===== src/rtl/corebus_cfg.svh =====
`ifndef COREBUS_CFG_SVH
`define COREBUS_CFG_SVH

// word address width.
`define CB_ADDR_WIDTH 4

// data word width.
`define CB_DATA_WIDTH 32

// command id width.
`define CB_ID_WIDTH 4

// number of implemented words. An address at or above it is out of range.
`define CB_MEM_DEPTH 12

// register stages on every channel of the slicer.
`define CB_SLICER_STAGES 2

`endif

===== src/rtl/corebus_pkg.sv =====
package corebus_pkg;
  `include "corebus_cfg.svh"

  typedef logic cb_opcode_t;

  localparam cb_opcode_t CB_OPCODE_READ  = 1'b0;
  localparam cb_opcode_t CB_OPCODE_WRITE = 1'b1;

  typedef logic [`CB_ID_WIDTH-1:0] cb_id_t;

  typedef logic [`CB_ADDR_WIDTH-1:0] cb_addr_t;

  typedef logic [`CB_DATA_WIDTH-1:0] cb_data_t;

  typedef logic cb_status_t;

  localparam cb_status_t CB_STATUS_OKAY  = 1'b0;
  localparam cb_status_t CB_STATUS_ERROR = 1'b1;

  // the target takes one command at a time, a write waits for its data beat.
  typedef enum logic [1:0] {
    CB_TARGET_IDLE,
    CB_TARGET_WAIT_DATA,
    CB_TARGET_RESPOND
  } cb_target_state_t;
endpackage


===== src/rtl/corebus_top.sv =====
module corebus_top
  import corebus_pkg::*;
(
  input var logic       i_clk,
  input var logic       i_rst_n,
  input var logic       i_cmd_valid,
  output logic          o_cmd_accept,
  input var cb_opcode_t i_cmd_opcode,
  input var cb_id_t     i_cmd_id,
  input var cb_addr_t   i_cmd_addr,
  input var logic       i_data_valid,
  output logic          o_data_accept,
  input var cb_data_t   i_data,
  output logic          o_resp_valid,
  input var logic       i_resp_accept,
  output cb_status_t    o_resp_status,
  output cb_id_t        o_resp_id,
  output cb_data_t      o_resp_data
);
  logic       tgt_cmd_valid;
  logic       tgt_cmd_accept;
  cb_opcode_t tgt_cmd_opcode;
  cb_id_t     tgt_cmd_id;
  cb_addr_t   tgt_cmd_addr;
  logic       tgt_data_valid;
  logic       tgt_data_accept;
  cb_data_t   tgt_data;
  logic       tgt_resp_valid;
  logic       tgt_resp_accept;
  cb_status_t tgt_resp_status;
  cb_id_t     tgt_resp_id;
  cb_data_t   tgt_resp_data;

  corebus_slicer u_slicer (
    .i_clk              (i_clk            ),
    .i_rst_n            (i_rst_n          ),
    .i_cmd_valid        (i_cmd_valid      ),
    .o_cmd_accept       (o_cmd_accept     ),
    .i_cmd_opcode       (i_cmd_opcode     ),
    .i_cmd_id           (i_cmd_id         ),
    .i_cmd_addr         (i_cmd_addr       ),
    .i_data_valid       (i_data_valid     ),
    .o_data_accept      (o_data_accept    ),
    .i_data             (i_data           ),
    .o_resp_valid       (o_resp_valid     ),
    .i_resp_accept      (i_resp_accept    ),
    .o_resp_status      (o_resp_status    ),
    .o_resp_id          (o_resp_id        ),
    .o_resp_data        (o_resp_data      ),
    .o_tgt_cmd_valid    (tgt_cmd_valid    ),
    .i_tgt_cmd_accept   (tgt_cmd_accept   ),
    .o_tgt_cmd_opcode   (tgt_cmd_opcode   ),
    .o_tgt_cmd_id       (tgt_cmd_id       ),
    .o_tgt_cmd_addr     (tgt_cmd_addr     ),
    .o_tgt_data_valid   (tgt_data_valid   ),
    .i_tgt_data_accept  (tgt_data_accept  ),
    .o_tgt_data         (tgt_data         ),
    .i_tgt_resp_valid   (tgt_resp_valid   ),
    .o_tgt_resp_accept  (tgt_resp_accept  ),
    .i_tgt_resp_status  (tgt_resp_status  ),
    .i_tgt_resp_id      (tgt_resp_id      ),
    .i_tgt_resp_data    (tgt_resp_data    )
  );

  corebus_memory_target u_target (
    .i_clk          (i_clk            ),
    .i_rst_n        (i_rst_n          ),
    .i_cmd_valid    (tgt_cmd_valid    ),
    .o_cmd_accept   (tgt_cmd_accept   ),
    .i_cmd_opcode   (tgt_cmd_opcode   ),
    .i_cmd_id       (tgt_cmd_id       ),
    .i_cmd_addr     (tgt_cmd_addr     ),
    .i_data_valid   (tgt_data_valid   ),
    .o_data_accept  (tgt_data_accept  ),
    .i_data         (tgt_data         ),
    .o_resp_valid   (tgt_resp_valid   ),
    .i_resp_accept  (tgt_resp_accept  ),
    .o_resp_status  (tgt_resp_status  ),
    .o_resp_id      (tgt_resp_id      ),
    .o_resp_data    (tgt_resp_data    )
  );
endmodule


===== src/rtl/corebus_memory_target.sv =====
`include "corebus_cfg.svh"

module corebus_memory_target
  import corebus_pkg::*;
(
  input var logic       i_clk,
  input var logic       i_rst_n,
  input var logic       i_cmd_valid,
  output logic          o_cmd_accept,
  input var cb_opcode_t i_cmd_opcode,
  input var cb_id_t     i_cmd_id,
  input var cb_addr_t   i_cmd_addr,
  input var logic       i_data_valid,
  output logic          o_data_accept,
  input var cb_data_t   i_data,
  output logic          o_resp_valid,
  input var logic       i_resp_accept,
  output cb_status_t    o_resp_status,
  output cb_id_t        o_resp_id,
  output cb_data_t      o_resp_data
);
  localparam int MEM_DEPTH = `CB_MEM_DEPTH;

  cb_target_state_t state;
  cb_opcode_t       cmd_opcode;
  cb_id_t           cmd_id;
  cb_addr_t         cmd_addr;
  cb_data_t         mem [MEM_DEPTH];
  logic             cmd_fire;
  logic             data_fire;
  logic             resp_fire;
  logic             in_range;
  logic             mem_write;

  assign o_cmd_accept  = (state == CB_TARGET_IDLE);
  assign o_data_accept = (state == CB_TARGET_WAIT_DATA);
  assign o_resp_valid  = (state == CB_TARGET_RESPOND);

  assign cmd_fire  = i_cmd_valid && o_cmd_accept;
  assign data_fire = i_data_valid && o_data_accept;
  assign resp_fire = o_resp_valid && i_resp_accept;

  assign in_range  = int'(cmd_addr) < MEM_DEPTH;
  assign mem_write = data_fire && in_range;

  // only an in-range read returns data, every other response carries zero.
  assign o_resp_status = (in_range) ? CB_STATUS_OKAY : CB_STATUS_ERROR;
  assign o_resp_id     = cmd_id;
  assign o_resp_data   = (in_range && (cmd_opcode == CB_OPCODE_READ)) ? mem[cmd_addr] : '0;

  always_ff @(posedge i_clk or negedge i_rst_n) begin
    if (!i_rst_n) begin
      state <= CB_TARGET_IDLE;
    end else begin
      case (state)
        CB_TARGET_IDLE: begin
          if (cmd_fire) begin
            state <= (i_cmd_opcode == CB_OPCODE_WRITE) ? CB_TARGET_WAIT_DATA
                                                       : CB_TARGET_RESPOND;
          end
        end
        CB_TARGET_WAIT_DATA: begin
          if (data_fire) begin
            state <= CB_TARGET_RESPOND;
          end
        end
        CB_TARGET_RESPOND: begin
          if (resp_fire) begin
            state <= CB_TARGET_IDLE;
          end
        end
        default: begin
          state <= CB_TARGET_IDLE;
        end
      endcase
    end
  end

  // the command fields stay put until the response has gone.
  always_ff @(posedge i_clk) begin
    if (cmd_fire) begin
      cmd_opcode <= i_cmd_opcode;
      cmd_id     <= i_cmd_id;
      cmd_addr   <= i_cmd_addr;
    end
  end

  // an out-of-range write still consumes its data beat, memory stays as it was.
  always_ff @(posedge i_clk or negedge i_rst_n) begin
    if (!i_rst_n) begin
      for (int i = 0; i < MEM_DEPTH; i++) begin
        mem[i] <= '0;
      end
    end else if (mem_write) begin
      mem[cmd_addr] <= i_data;
    end
  end
endmodule


===== src/rtl/corebus_slicer.sv =====
`include "corebus_cfg.svh"

module corebus_slicer
  import corebus_pkg::*;
(
  input var logic       i_clk,
  input var logic       i_rst_n,
  input var logic       i_cmd_valid,
  output logic          o_cmd_accept,
  input var cb_opcode_t i_cmd_opcode,
  input var cb_id_t     i_cmd_id,
  input var cb_addr_t   i_cmd_addr,
  input var logic       i_data_valid,
  output logic          o_data_accept,
  input var cb_data_t   i_data,
  output logic          o_resp_valid,
  input var logic       i_resp_accept,
  output cb_status_t    o_resp_status,
  output cb_id_t        o_resp_id,
  output cb_data_t      o_resp_data,
  output logic          o_tgt_cmd_valid,
  input var logic       i_tgt_cmd_accept,
  output cb_opcode_t    o_tgt_cmd_opcode,
  output cb_id_t        o_tgt_cmd_id,
  output cb_addr_t      o_tgt_cmd_addr,
  output logic          o_tgt_data_valid,
  input var logic       i_tgt_data_accept,
  output cb_data_t      o_tgt_data,
  input var logic       i_tgt_resp_valid,
  output logic          o_tgt_resp_accept,
  input var cb_status_t i_tgt_resp_status,
  input var cb_id_t     i_tgt_resp_id,
  input var cb_data_t   i_tgt_resp_data
);
  localparam int STAGES     = `CB_SLICER_STAGES;
  localparam int CMD_WIDTH  = $bits(cb_opcode_t) + $bits(cb_id_t) + $bits(cb_addr_t);
  localparam int DATA_WIDTH = $bits(cb_data_t);
  localparam int RESP_WIDTH = $bits(cb_status_t) + $bits(cb_id_t) + $bits(cb_data_t);

  logic [CMD_WIDTH-1:0]  req_cmd;
  logic [CMD_WIDTH-1:0]  tgt_cmd;
  logic [RESP_WIDTH-1:0] tgt_resp;
  logic [RESP_WIDTH-1:0] req_resp;

  assign req_cmd = {i_cmd_opcode, i_cmd_id, i_cmd_addr};
  assign {o_tgt_cmd_opcode, o_tgt_cmd_id, o_tgt_cmd_addr} = tgt_cmd;

  assign tgt_resp = {i_tgt_resp_status, i_tgt_resp_id, i_tgt_resp_data};
  assign {o_resp_status, o_resp_id, o_resp_data} = req_resp;

  corebus_slicer_chain #(
    .WIDTH  (CMD_WIDTH  ),
    .STAGES (STAGES     )
  ) u_command_slicer (
    .i_clk    (i_clk            ),
    .i_rst_n  (i_rst_n          ),
    .i_valid  (i_cmd_valid      ),
    .o_ready  (o_cmd_accept     ),
    .i_data   (req_cmd          ),
    .o_valid  (o_tgt_cmd_valid  ),
    .i_ready  (i_tgt_cmd_accept ),
    .o_data   (tgt_cmd          )
  );

  corebus_slicer_chain #(
    .WIDTH  (DATA_WIDTH ),
    .STAGES (STAGES     )
  ) u_write_data_slicer (
    .i_clk    (i_clk              ),
    .i_rst_n  (i_rst_n            ),
    .i_valid  (i_data_valid       ),
    .o_ready  (o_data_accept      ),
    .i_data   (i_data             ),
    .o_valid  (o_tgt_data_valid   ),
    .i_ready  (i_tgt_data_accept  ),
    .o_data   (o_tgt_data         )
  );

  // responses run from the target back towards the requester.
  corebus_slicer_chain #(
    .WIDTH  (RESP_WIDTH ),
    .STAGES (STAGES     )
  ) u_response_slicer (
    .i_clk    (i_clk              ),
    .i_rst_n  (i_rst_n            ),
    .i_valid  (i_tgt_resp_valid   ),
    .o_ready  (o_tgt_resp_accept  ),
    .i_data   (tgt_resp           ),
    .o_valid  (o_resp_valid       ),
    .i_ready  (i_resp_accept      ),
    .o_data   (req_resp           )
  );
endmodule


===== src/rtl/corebus_slicer_chain.sv =====
module corebus_slicer_chain #(
  parameter int WIDTH  = 1,
  parameter int STAGES = 1
)(
  input var logic             i_clk,
  input var logic             i_rst_n,
  input var logic             i_valid,
  output logic                o_ready,
  input var logic [WIDTH-1:0] i_data,
  output logic                o_valid,
  input var logic             i_ready,
  output logic [WIDTH-1:0]    o_data
);
  if (STAGES == 0) begin : g_bypass
    assign o_valid = i_valid;
    assign o_ready = i_ready;
    assign o_data  = i_data;
  end else begin : g_stages
    // index 0 is the chain input, index STAGES the chain output.
    logic [STAGES:0]  valid;
    logic [STAGES:0]  ready;
    logic [WIDTH-1:0] data [STAGES+1];

    assign valid[0]      = i_valid;
    assign o_ready       = ready[0];
    assign data[0]       = i_data;
    assign o_valid       = valid[STAGES];
    assign ready[STAGES] = i_ready;
    assign o_data        = data[STAGES];

    for (genvar i = 0; i < STAGES; i++) begin : g_stage
      corebus_slice_stage #(
        .WIDTH  (WIDTH)
      ) u_stage (
        .i_clk    (i_clk      ),
        .i_rst_n  (i_rst_n    ),
        .i_valid  (valid[i]   ),
        .o_ready  (ready[i]   ),
        .i_data   (data[i]    ),
        .o_valid  (valid[i+1] ),
        .i_ready  (ready[i+1] ),
        .o_data   (data[i+1]  )
      );
    end
  end
endmodule


===== src/rtl/corebus_slice_stage.sv =====
module corebus_slice_stage #(
  parameter int WIDTH = 1
)(
  input var logic             i_clk,
  input var logic             i_rst_n,
  input var logic             i_valid,
  output logic                o_ready,
  input var logic [WIDTH-1:0] i_data,
  output logic                o_valid,
  input var logic             i_ready,
  output logic [WIDTH-1:0]    o_data
);
  logic             main_valid;
  logic [WIDTH-1:0] main_data;
  logic             skid_valid;
  logic [WIDTH-1:0] skid_data;
  logic             in_fire;
  logic             main_load;
  logic             skid_load;

  // input accept only looks at the skid flag, so it is a flop output.
  assign o_ready = !skid_valid;
  assign o_valid = main_valid;
  assign o_data  = main_data;

  assign in_fire = i_valid && !skid_valid;

  // the main register can take a beat when it is empty or draining.
  assign main_load = !main_valid || i_ready;

  // a beat that arrives while the output is stalled parks in the skid entry.
  assign skid_load = in_fire && !main_load;

  always_ff @(posedge i_clk or negedge i_rst_n) begin
    if (!i_rst_n) begin
      main_valid <= 1'b0;
      skid_valid <= 1'b0;
    end else begin
      if (main_load) begin
        main_valid <= skid_valid || in_fire;
      end
      if (skid_load) begin
        skid_valid <= 1'b1;
      end else if (main_load) begin
        skid_valid <= 1'b0;
      end
    end
  end

  always_ff @(posedge i_clk) begin
    if (main_load) begin
      main_data <= (skid_valid) ? skid_data : i_data;
    end
    if (skid_load) begin
      skid_data <= i_data;
    end
  end
endmodule


===== config.mk =====
export PLATFORM = sky130hd
export DESIGN_NAME = corebus_top
export DESIGN_NICKNAME = d
export VERILOG_FILES = /design/src/rtl/corebus_pkg.sv /design/src/rtl/corebus_top.sv /design/src/rtl/corebus_memory_target.sv /design/src/rtl/corebus_slicer.sv /design/src/rtl/corebus_slicer_chain.sv /design/src/rtl/corebus_slice_stage.sv
export VERILOG_INCLUDE_DIRS = /design/src /design/src/rtl
export SDC_FILE = /design/constraint.sdc
export NUM_CORES = 1
export LEC_CHECK = 0
export BUFFER_PORTS_ARGS = -buffer_cell sky130_fd_sc_hd__buf_2
export CORE_UTILIZATION = 45
export CTS_BUF_LIST = sky130_fd_sc_hd__clkbuf_4 sky130_fd_sc_hd__clkbuf_8 sky130_fd_sc_hd__clkbuf_16
export CTS_CLUSTER_SIZE = 25
export DETAILED_ROUTE_END_ITERATION = 6
export GPL_ROUTABILITY_DRIVEN = 0
export SLEW_MARGIN = 20
export SYNTH_ARGS = -nofsm -noshare
export SYNTH_HDL_FRONTEND = slang
export SYNTH_SLANG_ARGS = --single-unit

===== constraint.sdc =====
create_clock -name i_clk -period 7.45 [get_ports i_clk]
set_input_delay 0.3725 -clock i_clk [delete_from_list [all_inputs] [get_ports i_clk]]
set_output_delay 0.3725 -clock i_clk [all_outputs]
set_load 0.01 [all_outputs]

# After elaboration in Yosys (flattened, before gate mapping)

Index checks and enable logic that the tools add are counted.

Register bits after elaboration: 719
Output and inout bits: 40
Word-level logic and storage cells: 136

Order comparisons: 3
Equal/unequal tests: 5
Muxes and demuxes: 31
Bitwise gates (word level): 2
Reductions and logical operators: 55

Operator list:

| operator                                                                      | number |
|---|---|
| 384-bit bitwise mux                                                           | 1 |
| 32-bit 2-to-1 mux                                                             | 6 |
| 32-bit binary-select mux with 4-bit select                                    | 1 |
| 32-bit demux with 4-bit select                                                | 1 |
| 37-bit 2-to-1 mux                                                             | 2 |
| 1-bit logical NOT                                                             | 18 |
| 9-bit 2-to-1 mux                                                              | 2 |
| 1-bit logical AND                                                             | 17 |
| 1-bit 2-to-1 mux                                                              | 13 |
| 1-bit logical OR                                                              | 12 |
| 2-bit nonzero test                                                            | 6 |
| 2-bit 2-to-1 mux                                                              | 4 |
| 2-bit case mux with 3 select lines                                            | 1 |
| 5-bit greater-or-equal comparator (second input constant)                     | 1 |
| 5-bit by 1-bit less-than comparator with 1-bit output (second input constant) | 1 |
| 4-bit inverter with 5-bit output                                              | 1 |
| 4-bit less-than comparator (second input constant)                            | 1 |
| 2-bit by 1-bit inequality test with 1-bit output (second input constant)      | 2 |
| 3-bit AND reduction                                                           | 1 |
| 2-bit by 1-bit == test with 1-bit output (second input constant)              | 1 |
| 2-bit == test (second input constant)                                         | 1 |
| 2-bit logical NOT                                                             | 1 |
| 2-bit inequality test (second input constant)                                 | 1 |
| 1-bit inverter                                                                | 1 |

# Longest topological paths before layout

Gate-level depths: netlist (run 1).

Word-level depth: 6
Gate-level depth with buffers: 7
Depth with buffers taken out: 3

# Cells and area by module

Synthesis (run 1) repeated with hierarchy kept, for this count alone.

Cell total of the unflattened synthesis: 1,721
Area, all modules: 31,211.2 um^2

By module, submodules not included:

| module                                                                              | times used | cells an instance | area each (um^2) | seq. area each (um^2) |
|---|---|---|---|---|
| corebus_memory_target                                                               | 1          | 1,187             | 19,112.1         | 9,929.5 |
| corebus_slice_stage at u_slicer.u_response_slicer.g_stages.g_stage[0].u_stage ...   | 2          | 123               | 2,762.6          | 2,272.2 |
| corebus_slice_stage at u_slicer.u_write_data_slicer.g_stages.g_stage[0].u_stage ... | 2          | 108               | 2,528.7          | 1,971.9 |
| corebus_slice_stage at u_slicer.u_command_slicer.g_stages.g_stage[0].u_stage ...    | 2          | 36                | 758.2            | 590.6 |

# Least setup slack after synthesis (run 1)

Ideal clock, no wire load.

Path kind: reg2reg
Start point: register u_slicer.u_response_slicer.g_stages.g_stage[1].u_stage.skid_valid
End point: register u_slicer.u_response_slicer.g_stages.g_stage[0].u_stage.skid_data[0], enable pin
Library setup time: 0.536 ns
Arrival: 5.638 ns
Data required time: 6.914 ns
Slack: 1.276 ns
Stages on the path, launching flop included: 4
Buffers on the path: 1
Period minus slack after synthesis: 6.174 ns
Cells stage by stage: dfrtp_1 buf_1 nand2_1 nor4b_1

Longest elaborated chain between the ends: 4

Ends and longest elaborated chain:

| element                                                              | line                      | text |
|---|---|---|
| start: declaration                                                   | corebus_slice_stage.sv:15 | `logic skid_valid;` |
| start signal: assignment                                             | corebus_slice_stage.sv:37 | `skid_valid <= 1'b0;` |
| start signal: assignment                                             | corebus_slice_stage.sv:43 | `skid_valid <= 1'b1;` |
| start signal: assignment                                             | corebus_slice_stage.sv:45 | `skid_valid <= 1'b0;` |
| 1-bit logical NOT                                                    | corebus_slice_stage.sv:22 | `assign o_ready = !skid_valid;` |
| 1-bit logical OR                                                     | corebus_slice_stage.sv:29 | `assign main_load = !main_valid \|\| i_ready;` |
| net u_slicer.u_response_slicer.g_stages.g_stage[0].u_stage.main_load | corebus_slice_stage.sv:18 | `logic main_load;` |
| 1-bit logical NOT                                                    | corebus_slice_stage.sv:32 | `assign skid_load = in_fire && !main_load;` |
| 1-bit logical AND                                                    | corebus_slice_stage.sv:32 |  |
| net u_slicer.u_response_slicer.g_stages.g_stage[0].u_stage.skid_load | corebus_slice_stage.sv:19 | `logic skid_load;` |
| end signal: assignment                                               | corebus_slice_stage.sv:55 | `skid_data <= i_data;` |
| end: declaration                                                     | corebus_slice_stage.sv:16 | `logic [WIDTH-1:0] skid_data;` |

The timed path passes the listed nets, and every way through them passes these cells.
A chain may end at the register's enable or synchronous reset.

# Worst setup path after layout (run 1)

Start point: register u_target.cmd_addr[3]
End point: register u_target.mem[46] in the netlist's numbering

Longest elaborated chain between the ends: 6
Elaborated cells between the ends (all ways): 9
Those cells by class: 3 x order compare; 3 x mux; 1 x bitwise; 2 x reduce/logical

Ends and longest elaborated chain:

| element                                                                                                                                 | line                        | text |
|---|---|---|
| start: declaration                                                                                                                      | corebus_memory_target.sv:27 | `cb_addr_t cmd_addr;` |
| start signal: assignment                                                                                                                | corebus_memory_target.sv:84 | `cmd_addr <= i_cmd_addr;` |
| 4-bit inverter with 5-bit output (implied by the code)                                                                                  | corebus_memory_target.sv:95 | `mem[cmd_addr] <= i_data;` |
| 5-bit greater-or-equal comparator (implied by the code) / 5-bit by 1-bit less-than comparator with 1-bit output (equally long branches) | corebus_memory_target.sv:95 |  |
| 1-bit logical AND (implied by the code)                                                                                                 | corebus_memory_target.sv:95 |  |
| 32-bit 2-to-1 mux (implied by the code)                                                                                                 | corebus_memory_target.sv:95 |  |
| 32-bit demux with 4-bit select                                                                                                          | corebus_memory_target.sv:95 |  |
| 384-bit bitwise mux                                                                                                                     | corebus_memory_target.sv:95 |  |
| end signal: indexed assignment                                                                                                          | corebus_memory_target.sv:95 |  |
| end: declaration                                                                                                                        | corebus_memory_target.sv:28 | `cb_data_t mem [MEM_DEPTH];` |

Parallel ways exist; a longest one is shown, timed or not.

==> out/qor.yml, run 1 <==
vdd_ir_drop_max_uv: 191
clk_latency_ns: 0.61
cp-start-kind: "flip-flop"
postCtsSetupRepairBufs: 0
crit_cells: 5
rsz0062_at_grt: "no"
status: "finished clean"
dr.pass1.iters: 6
combPwrFrac_pct: 26.5
drt-met1-wl_mm: 29.6
finalWirelength_mm: 64.3
numClockSinks: 719
crit_slowest_cell: "nand3_4"
routed.top_layer: "met4"
post_cts_resize_count: 0
finalHoldViolCount: 0
cts_tree: "yes"
wl_met3_mm: 2.82
crit_buf_inv: 2
met2WireLength_mm: 30.4
cts_inserted_buffers: 76
synth_nets: 1774
required_ns: 7.93
syn_avg_cell_area_sq_um: 17.8
power_frac_seq_pct: 46.1
h-tree-depth: 3
p_leak_uw: 0.0143
postPlaceCellArea_sq_um: 31300
max_freq_mhz: 290
timing.rr.start: "u_target.cmd_addr[3]$_DFFE_PP_"
finalClockSkew_ns: 0.0212
slew_headroom_pct: 27.7
worstPathMaxFanout: 43
clock_power_share_pct: 27.4
drt_iter0_markers: 953
synth.distinct_cells: 40
final_layout_size_suffix_gt1_share_pct: 46.4
finalSetupViolations: 0
dp_cells: 2547
crit_chain: "buf_4 > buf_4 > nor2b_1 > nand3_4 > mux2_2"
switching_share_pct: 29.4
floorplan.initialDensity_pct: 45.6
final_nets: 1841
vias_per_cell: 5.59
netlist_area_sq_um: 30700
ys_warn_count: 0
cap_violations: 0
reg2reg_depth: 5
antenna_found_initial: 0
layout_commonest_cell: "mux2_2"
critPathCaptureType: "flip-flop"
mostFrequentLayoutCells: "mux2_2, dfrtp_1, edfxtp_1, mux4_2, buf_2"
final_cells: 2729
timing.rr.end: "u_target.mem[46]$_DFFE_PN0P_"
via_count: 15200
areaGrowthSynthToFinish_pct: 11.7
fp-row-count: 95
core-area_sq_um: 67400
period_share_pct: 46.3
tightestPinTransition_ns: 1.09
r2r_setup_slack_ns: 4.00
startpoint: "u_target.cmd_addr[3]$_DFFE_PP_"
timing.hold.ws_ns: 0.0282
dp_hpwl_mm: 35.9
drc: 0
grt_pass1_vias: 16300
maxSlewViolCount: 0
grt_max_degree: 123
path_delay_family: "simple AND/OR/NAND/NOR gates"
cpMostUsedCell: "buf_4"
p_switching_uw: 4080
synth-seq-area-share_pct: 63.8
critical_path_class: "reg2reg"
portBuffers: 85
wl_per_cell_microns: 23.6
critPathCapture: "u_target.mem[46]$_DFFE_PN0P_"
grt_pass1_wl_mm: 101
finalSetupTns_ns: 0
ant_nets: 0
p_int_uw: 9780
dieArea_sq_um: 69300
track_usage_pct: 19.1
fill_cells: 5489
synthCells: 1728
hold_class: "in2reg"
power.density_nw_per_um2: 404
grt.overflow.total: 0
clk_pin_slew_worst_paths_ns: 0.06
die_h_microns: 263
ctsLongestPathBuffers: 3
io_pins: 86
cts_root_buf: "clkbuf_16"
ys_seq_elements: 719
cp_slowest_stage_delay_ns: 0.72
dieWidth_microns: 263
arrival_ns: 3.93
final_cell_area_sq_um: 34300
fin_crit_ns: 3.45
==> metal layers <==
layer,vias up,GRT usage (%)
met2,320,30.3
li1,6722,-
met3,112,3.05
met1,8090,27.1
met4,0,5.97
met5,-,0
==> final cells by class <==
cell class                      instances  area (sq um)  share of cell area, %
Multi-Input combinational cell        827          9900                   28.9
Antenna cell                            1          2.50                0.00729
Timing Repair Buffer                  166          1150                   3.35
Clock inverter                         26           213                  0.620
Clock buffer                          112          2340                   6.81
Sequential cell                       719         19600                   57.1
Tap cell                              873          1090                   3.18
Inverter                                5          18.8                 0.0547
==> cells in the mapped netlist, drive strengths merged <==
cell type	instances	area [sq um]
nor4	2	42.5
and4b	1	13.8
nor2b	2	12.5
nand4b	1	23.8
mux4	96	2180
a211oi	32	240
nand2b	3	18.8
a32oi	32	280
o31ai	1	7.51
mux2	507	5970
nor3	4	65.1
and4bb	1	16.3
nor4b	1	8.76
or3	1	6.26
inv	5	18.8
a31oi	1	6.26
and2b	1	7.51
nand3	6	105
a22oi	1	7.51
a21oi	33	165
nor2	15	56.3
nand4bb	1	27.5
nand2	10	37.5
edfxtp	321	9640
mux2i	32	320
o21ai	35	175
clkbuf	59	221
nor3b	7	52.6
nand3b	1	7.51
dfrtp	398	9960
buf	118	1010
==> cell families (layout without fill, tap and decap cells) <==
family / count (synthesis) / in the layout / synth area share (%)
AND/OR/NAND/NOR: 57 / 57 / 1.63
flip-flops: 719 / 719 / 63.8
buffers and inverters: 182 / 309 / 4.09
multiplexers: 635 / 635 / 27.6
AO/OA/AOI/OAI: 135 / 135 / 2.87
other: 0 / 1 / 0
==> worst min-delay path by stage <==
stage / from / end / slack, ns / cells past startpoint
after floorplan: i_rst_n / asynchronous set/reset pin / 0.08 / 0
after global placement: flip-flop / u_target.o_resp_id[0]$_DFFE_PP_ / 0.41 / 0
after detailed placement: flip-flop / u_target.cmd_addr[0]$_DFFE_PP_ / 0.41 / 0
after CTS: i_data_valid / flip-flop / 0.002 / 3
after global routing: i_data_valid / flip-flop / 0.05 / 3
final: i_data_valid / flip-flop / 0.03 / 3
==> tightest hold or removal path, stage by stage <==
cell and delay (ns):
buf_2 0.10, nor2_1 0.05, nand2_1 0.06
==> power by group through the flow <==
stage | registers (uW) | clock network, uW | logic (uW)
detailed placement | 6450 | 0 | 3700
CTS | 6390 | 3910 | 3730
floorplan | 6050 | 0 | 3140
finish | 6390 | 3800 | 3670
global route | 6550 | 4060 | 3960
global placement | 6380 | 0 | 3620
==> repair_timing <==
item / 4_1_cts / 5_1_grt
endpoints found under the hold margin: 161 / 0
endpoints found under the setup margin: 0 / 0
hold buffers: 43 / 0
==> metrics by stage <==
step	worst slack [ns]	total power [uW]	utilization, %
global placement	4.06	10000	46.5
finish	4.00	13900	50.9
CTS	3.96	14000	50.9
floorplan	1.28	9190	-
detailed placement	4.01	10200	46.5
global route	3.78	14600	50.9
Note: power is estimated with default switching activity, not from simulation.
==> run 2, diff against run 1 <==
- ABC_AREA: not set -> 1
- clock period: 7.45 -> 3.4 ns (I/O delays scaled with it)
==> out/qor.yml, run 2 <==
status: "finished clean"
fin_crit_ns: 2.57
finalClockSkew_ns: 0.0299
ctsLongestPathBuffers: 3
grt_max_degree: 123
cp_slowest_stage_delay_ns: 0.74
async_flop_share_pct: 55.4
grt.overflow.total: 0
arrival_ns: 3.06
postCtsSetupRepairBufs: 0
drt_iter0_markers: 2109
dieArea_sq_um: 69100
fp-row-count: 95
dp_cells: 3971
h-tree-depth: 3
place_ws_ns: 0.873
fin_total_pwr_uw: 30700
synth_nets: 3256
required_ns: 3.89
clk_pin_slew_worst_paths_ns: 0.06
rsz0062_at_grt: "no"
ys_seq_elements: 719
max_freq_mhz: 390
synthTopCellsByCount: "nand2_1, dfrtp_1, edfxtp_1, o21ai_1, o21ai_0"
path_delay_family: "simple AND/OR/NAND/NOR gates"
yosys.area.top_type: "dfrtp_1"
core-area_sq_um: 67300
critical_path_class: "reg2reg"
die_h_microns: 263
postPlaceCellArea_sq_um: 31500
grt_pass1_wl_mm: 113
cts_hold_buf: 44
dp_hpwl_mm: 39.5
maxSlewViolCount: 0
final_layout_size_suffix_gt1_share_pct: 11.2
setup_slack_ns: 0.834
synth-seq-area-share_pct: 64.0
cp-start-kind: "flip-flop"
netlist_area_sq_um: 30600
finalHoldViolCount: 0
numClockSinks: 719
p_leak_uw: 0.0161
finalSetupViolations: 0
cap_violations: 0
layout_commonest_cell: "nand2_1"
final_cells: 4153
synthMostInstantiatedCell: "nand2_1"
ys_warn_count: 0
final_nets: 3268
areaGrowthSynthToFinish_pct: 12.6
drc: 0
synthCells: 3210
crit_chain: "buf_12 > nor2_2 > nand3_4 > o21ai_0"
final_cell_area_sq_um: 34500
floorplan.initialDensity_pct: 45.5
dr.pass1.iters: 6
worstPathMaxFanout: 122
yosysTopAreaCellShare_pct: 32.5
finalSetupTns_ns: 0
crit_slowest_cell: "nand3_4"
cts_tree: "yes"
ant_nets: 0
period_share_pct: 75.5
io_pins: 86
wl_per_cell_microns: 16.7
cts_root_buf: "clkbuf_16"
mostFrequentLayoutCells: "nand2_1, dfrtp_1, edfxtp_1, o21ai_1, o21ai_0"
post_cts_resize_count: 0
vias_per_cell: 5.12
track_usage_pct: 20.6
crit_buf_inv: 1
synth.distinct_cells: 26
vdd_ir_drop_max_uv: 558
syn_avg_cell_area_sq_um: 9.54
via_count: 21300
clk_latency_ns: 0.61
critPathCaptureType: "flip-flop"
n_antenna_cell: 0
tightestPinTransition_ns: 1.04
grt_pass1_vias: 20600
dieWidth_microns: 263
antenna_found_initial: 0
slew_headroom_pct: 30.5
portBuffers: 85
synthTopCellsByArea: "dfrtp_1, edfxtp_1, nand2_1, o21ai_1, mux2_2"
hold_class: "in2async"
power.density_nw_per_um2: 891
synth-edff-count: 321
finalWirelength_mm: 69.4
synth_ff_type: "dfrtp_1"
cts_inserted_buffers: 78
-- run 2: changes by cell type after synthesis, moves of 68 or more --
cell	before	now
nand2_1	10	1562
mux2_2	418	78
o21ai_1	3	211
o21ai_0	32	144
mux4_2	90	0
buf_2	12	86
mux2_4	70	0
inv_1	5	73
-- run 2: cells by family after synthesis --
family                 after synthesis  share of synthesized area (%)
flip-flops                         719                           64.0
multiplexers                        78                           2.87
AO/OA/AOI/OAI                      389                           6.36
AND/OR/NAND/NOR                   1698                           21.9
buffers and inverters              326                           4.91
-- run 2: stage by stage --
step,util [%],hold WS [ns]
after floorplan,-,-0.126
after global placement,46.8,0.231
after detailed placement,46.8,0.238
after CTS,51.2,0.187
after global routing,51.2,0.231
final,51.2,0.160
-- run 2: layout make-up --
type / count / area, sq um
tap: 873 / 1090
multi-input combinational: 2165 / 9570
inverter: 78 / 298
sequential: 719 / 19600
timing repair buffer: 180 / 1380
fill: 6158 / 32800
clock inverter: 26 / 251
clock buffer: 112 / 2280
-- run 2: metal layers --
metal / track usage (%) / vias to the layer above / wire, microns
met5: 0 / - / 0
met4: 5.61 / 0 / 1550
met3: 3.73 / 113 / 4410
met2: 32.6 / 627 / 31200
met1: 29.2 / 10200 / 32200
li1: - / 10400 / -
-- run 2: final timing paths --
check,startpoint,end,slack [ns],depth (start not counted)
worst max-delay path,u_target.cmd_addr[0]$_DFFE_PP_,u_target.mem[249]$_DFFE_PN0P_,0.83,4
worst min-delay path,i_rst_n,u_target.mem[2]$_DFFE_PN0P_,0.16,2
worst max register to register,u_target.cmd_addr[0]$_DFFE_PP_,u_target.mem[249]$_DFFE_PN0P_,0.83,4
worst min register to register,flip-flop,u_target.cmd_addr[3]$_DFFE_PP_,0.42,0
max in group asynchronous,i_rst_n,u_target.mem[338]$_DFFE_PN0P_,2.24,3
min in group i_clk,i_resp_accept,flip-flop,0.22,5
-- run 2: power breakdown --
group | leakage [uW] | internal, uW | switching, uW
Combinational | 0.00638 | 2710 | 5760
Sequential | 0.00841 | 12500 | 1430
Clock | 0.00127 | 5030 | 3300
Total | 0.0161 | 20200 | 10500
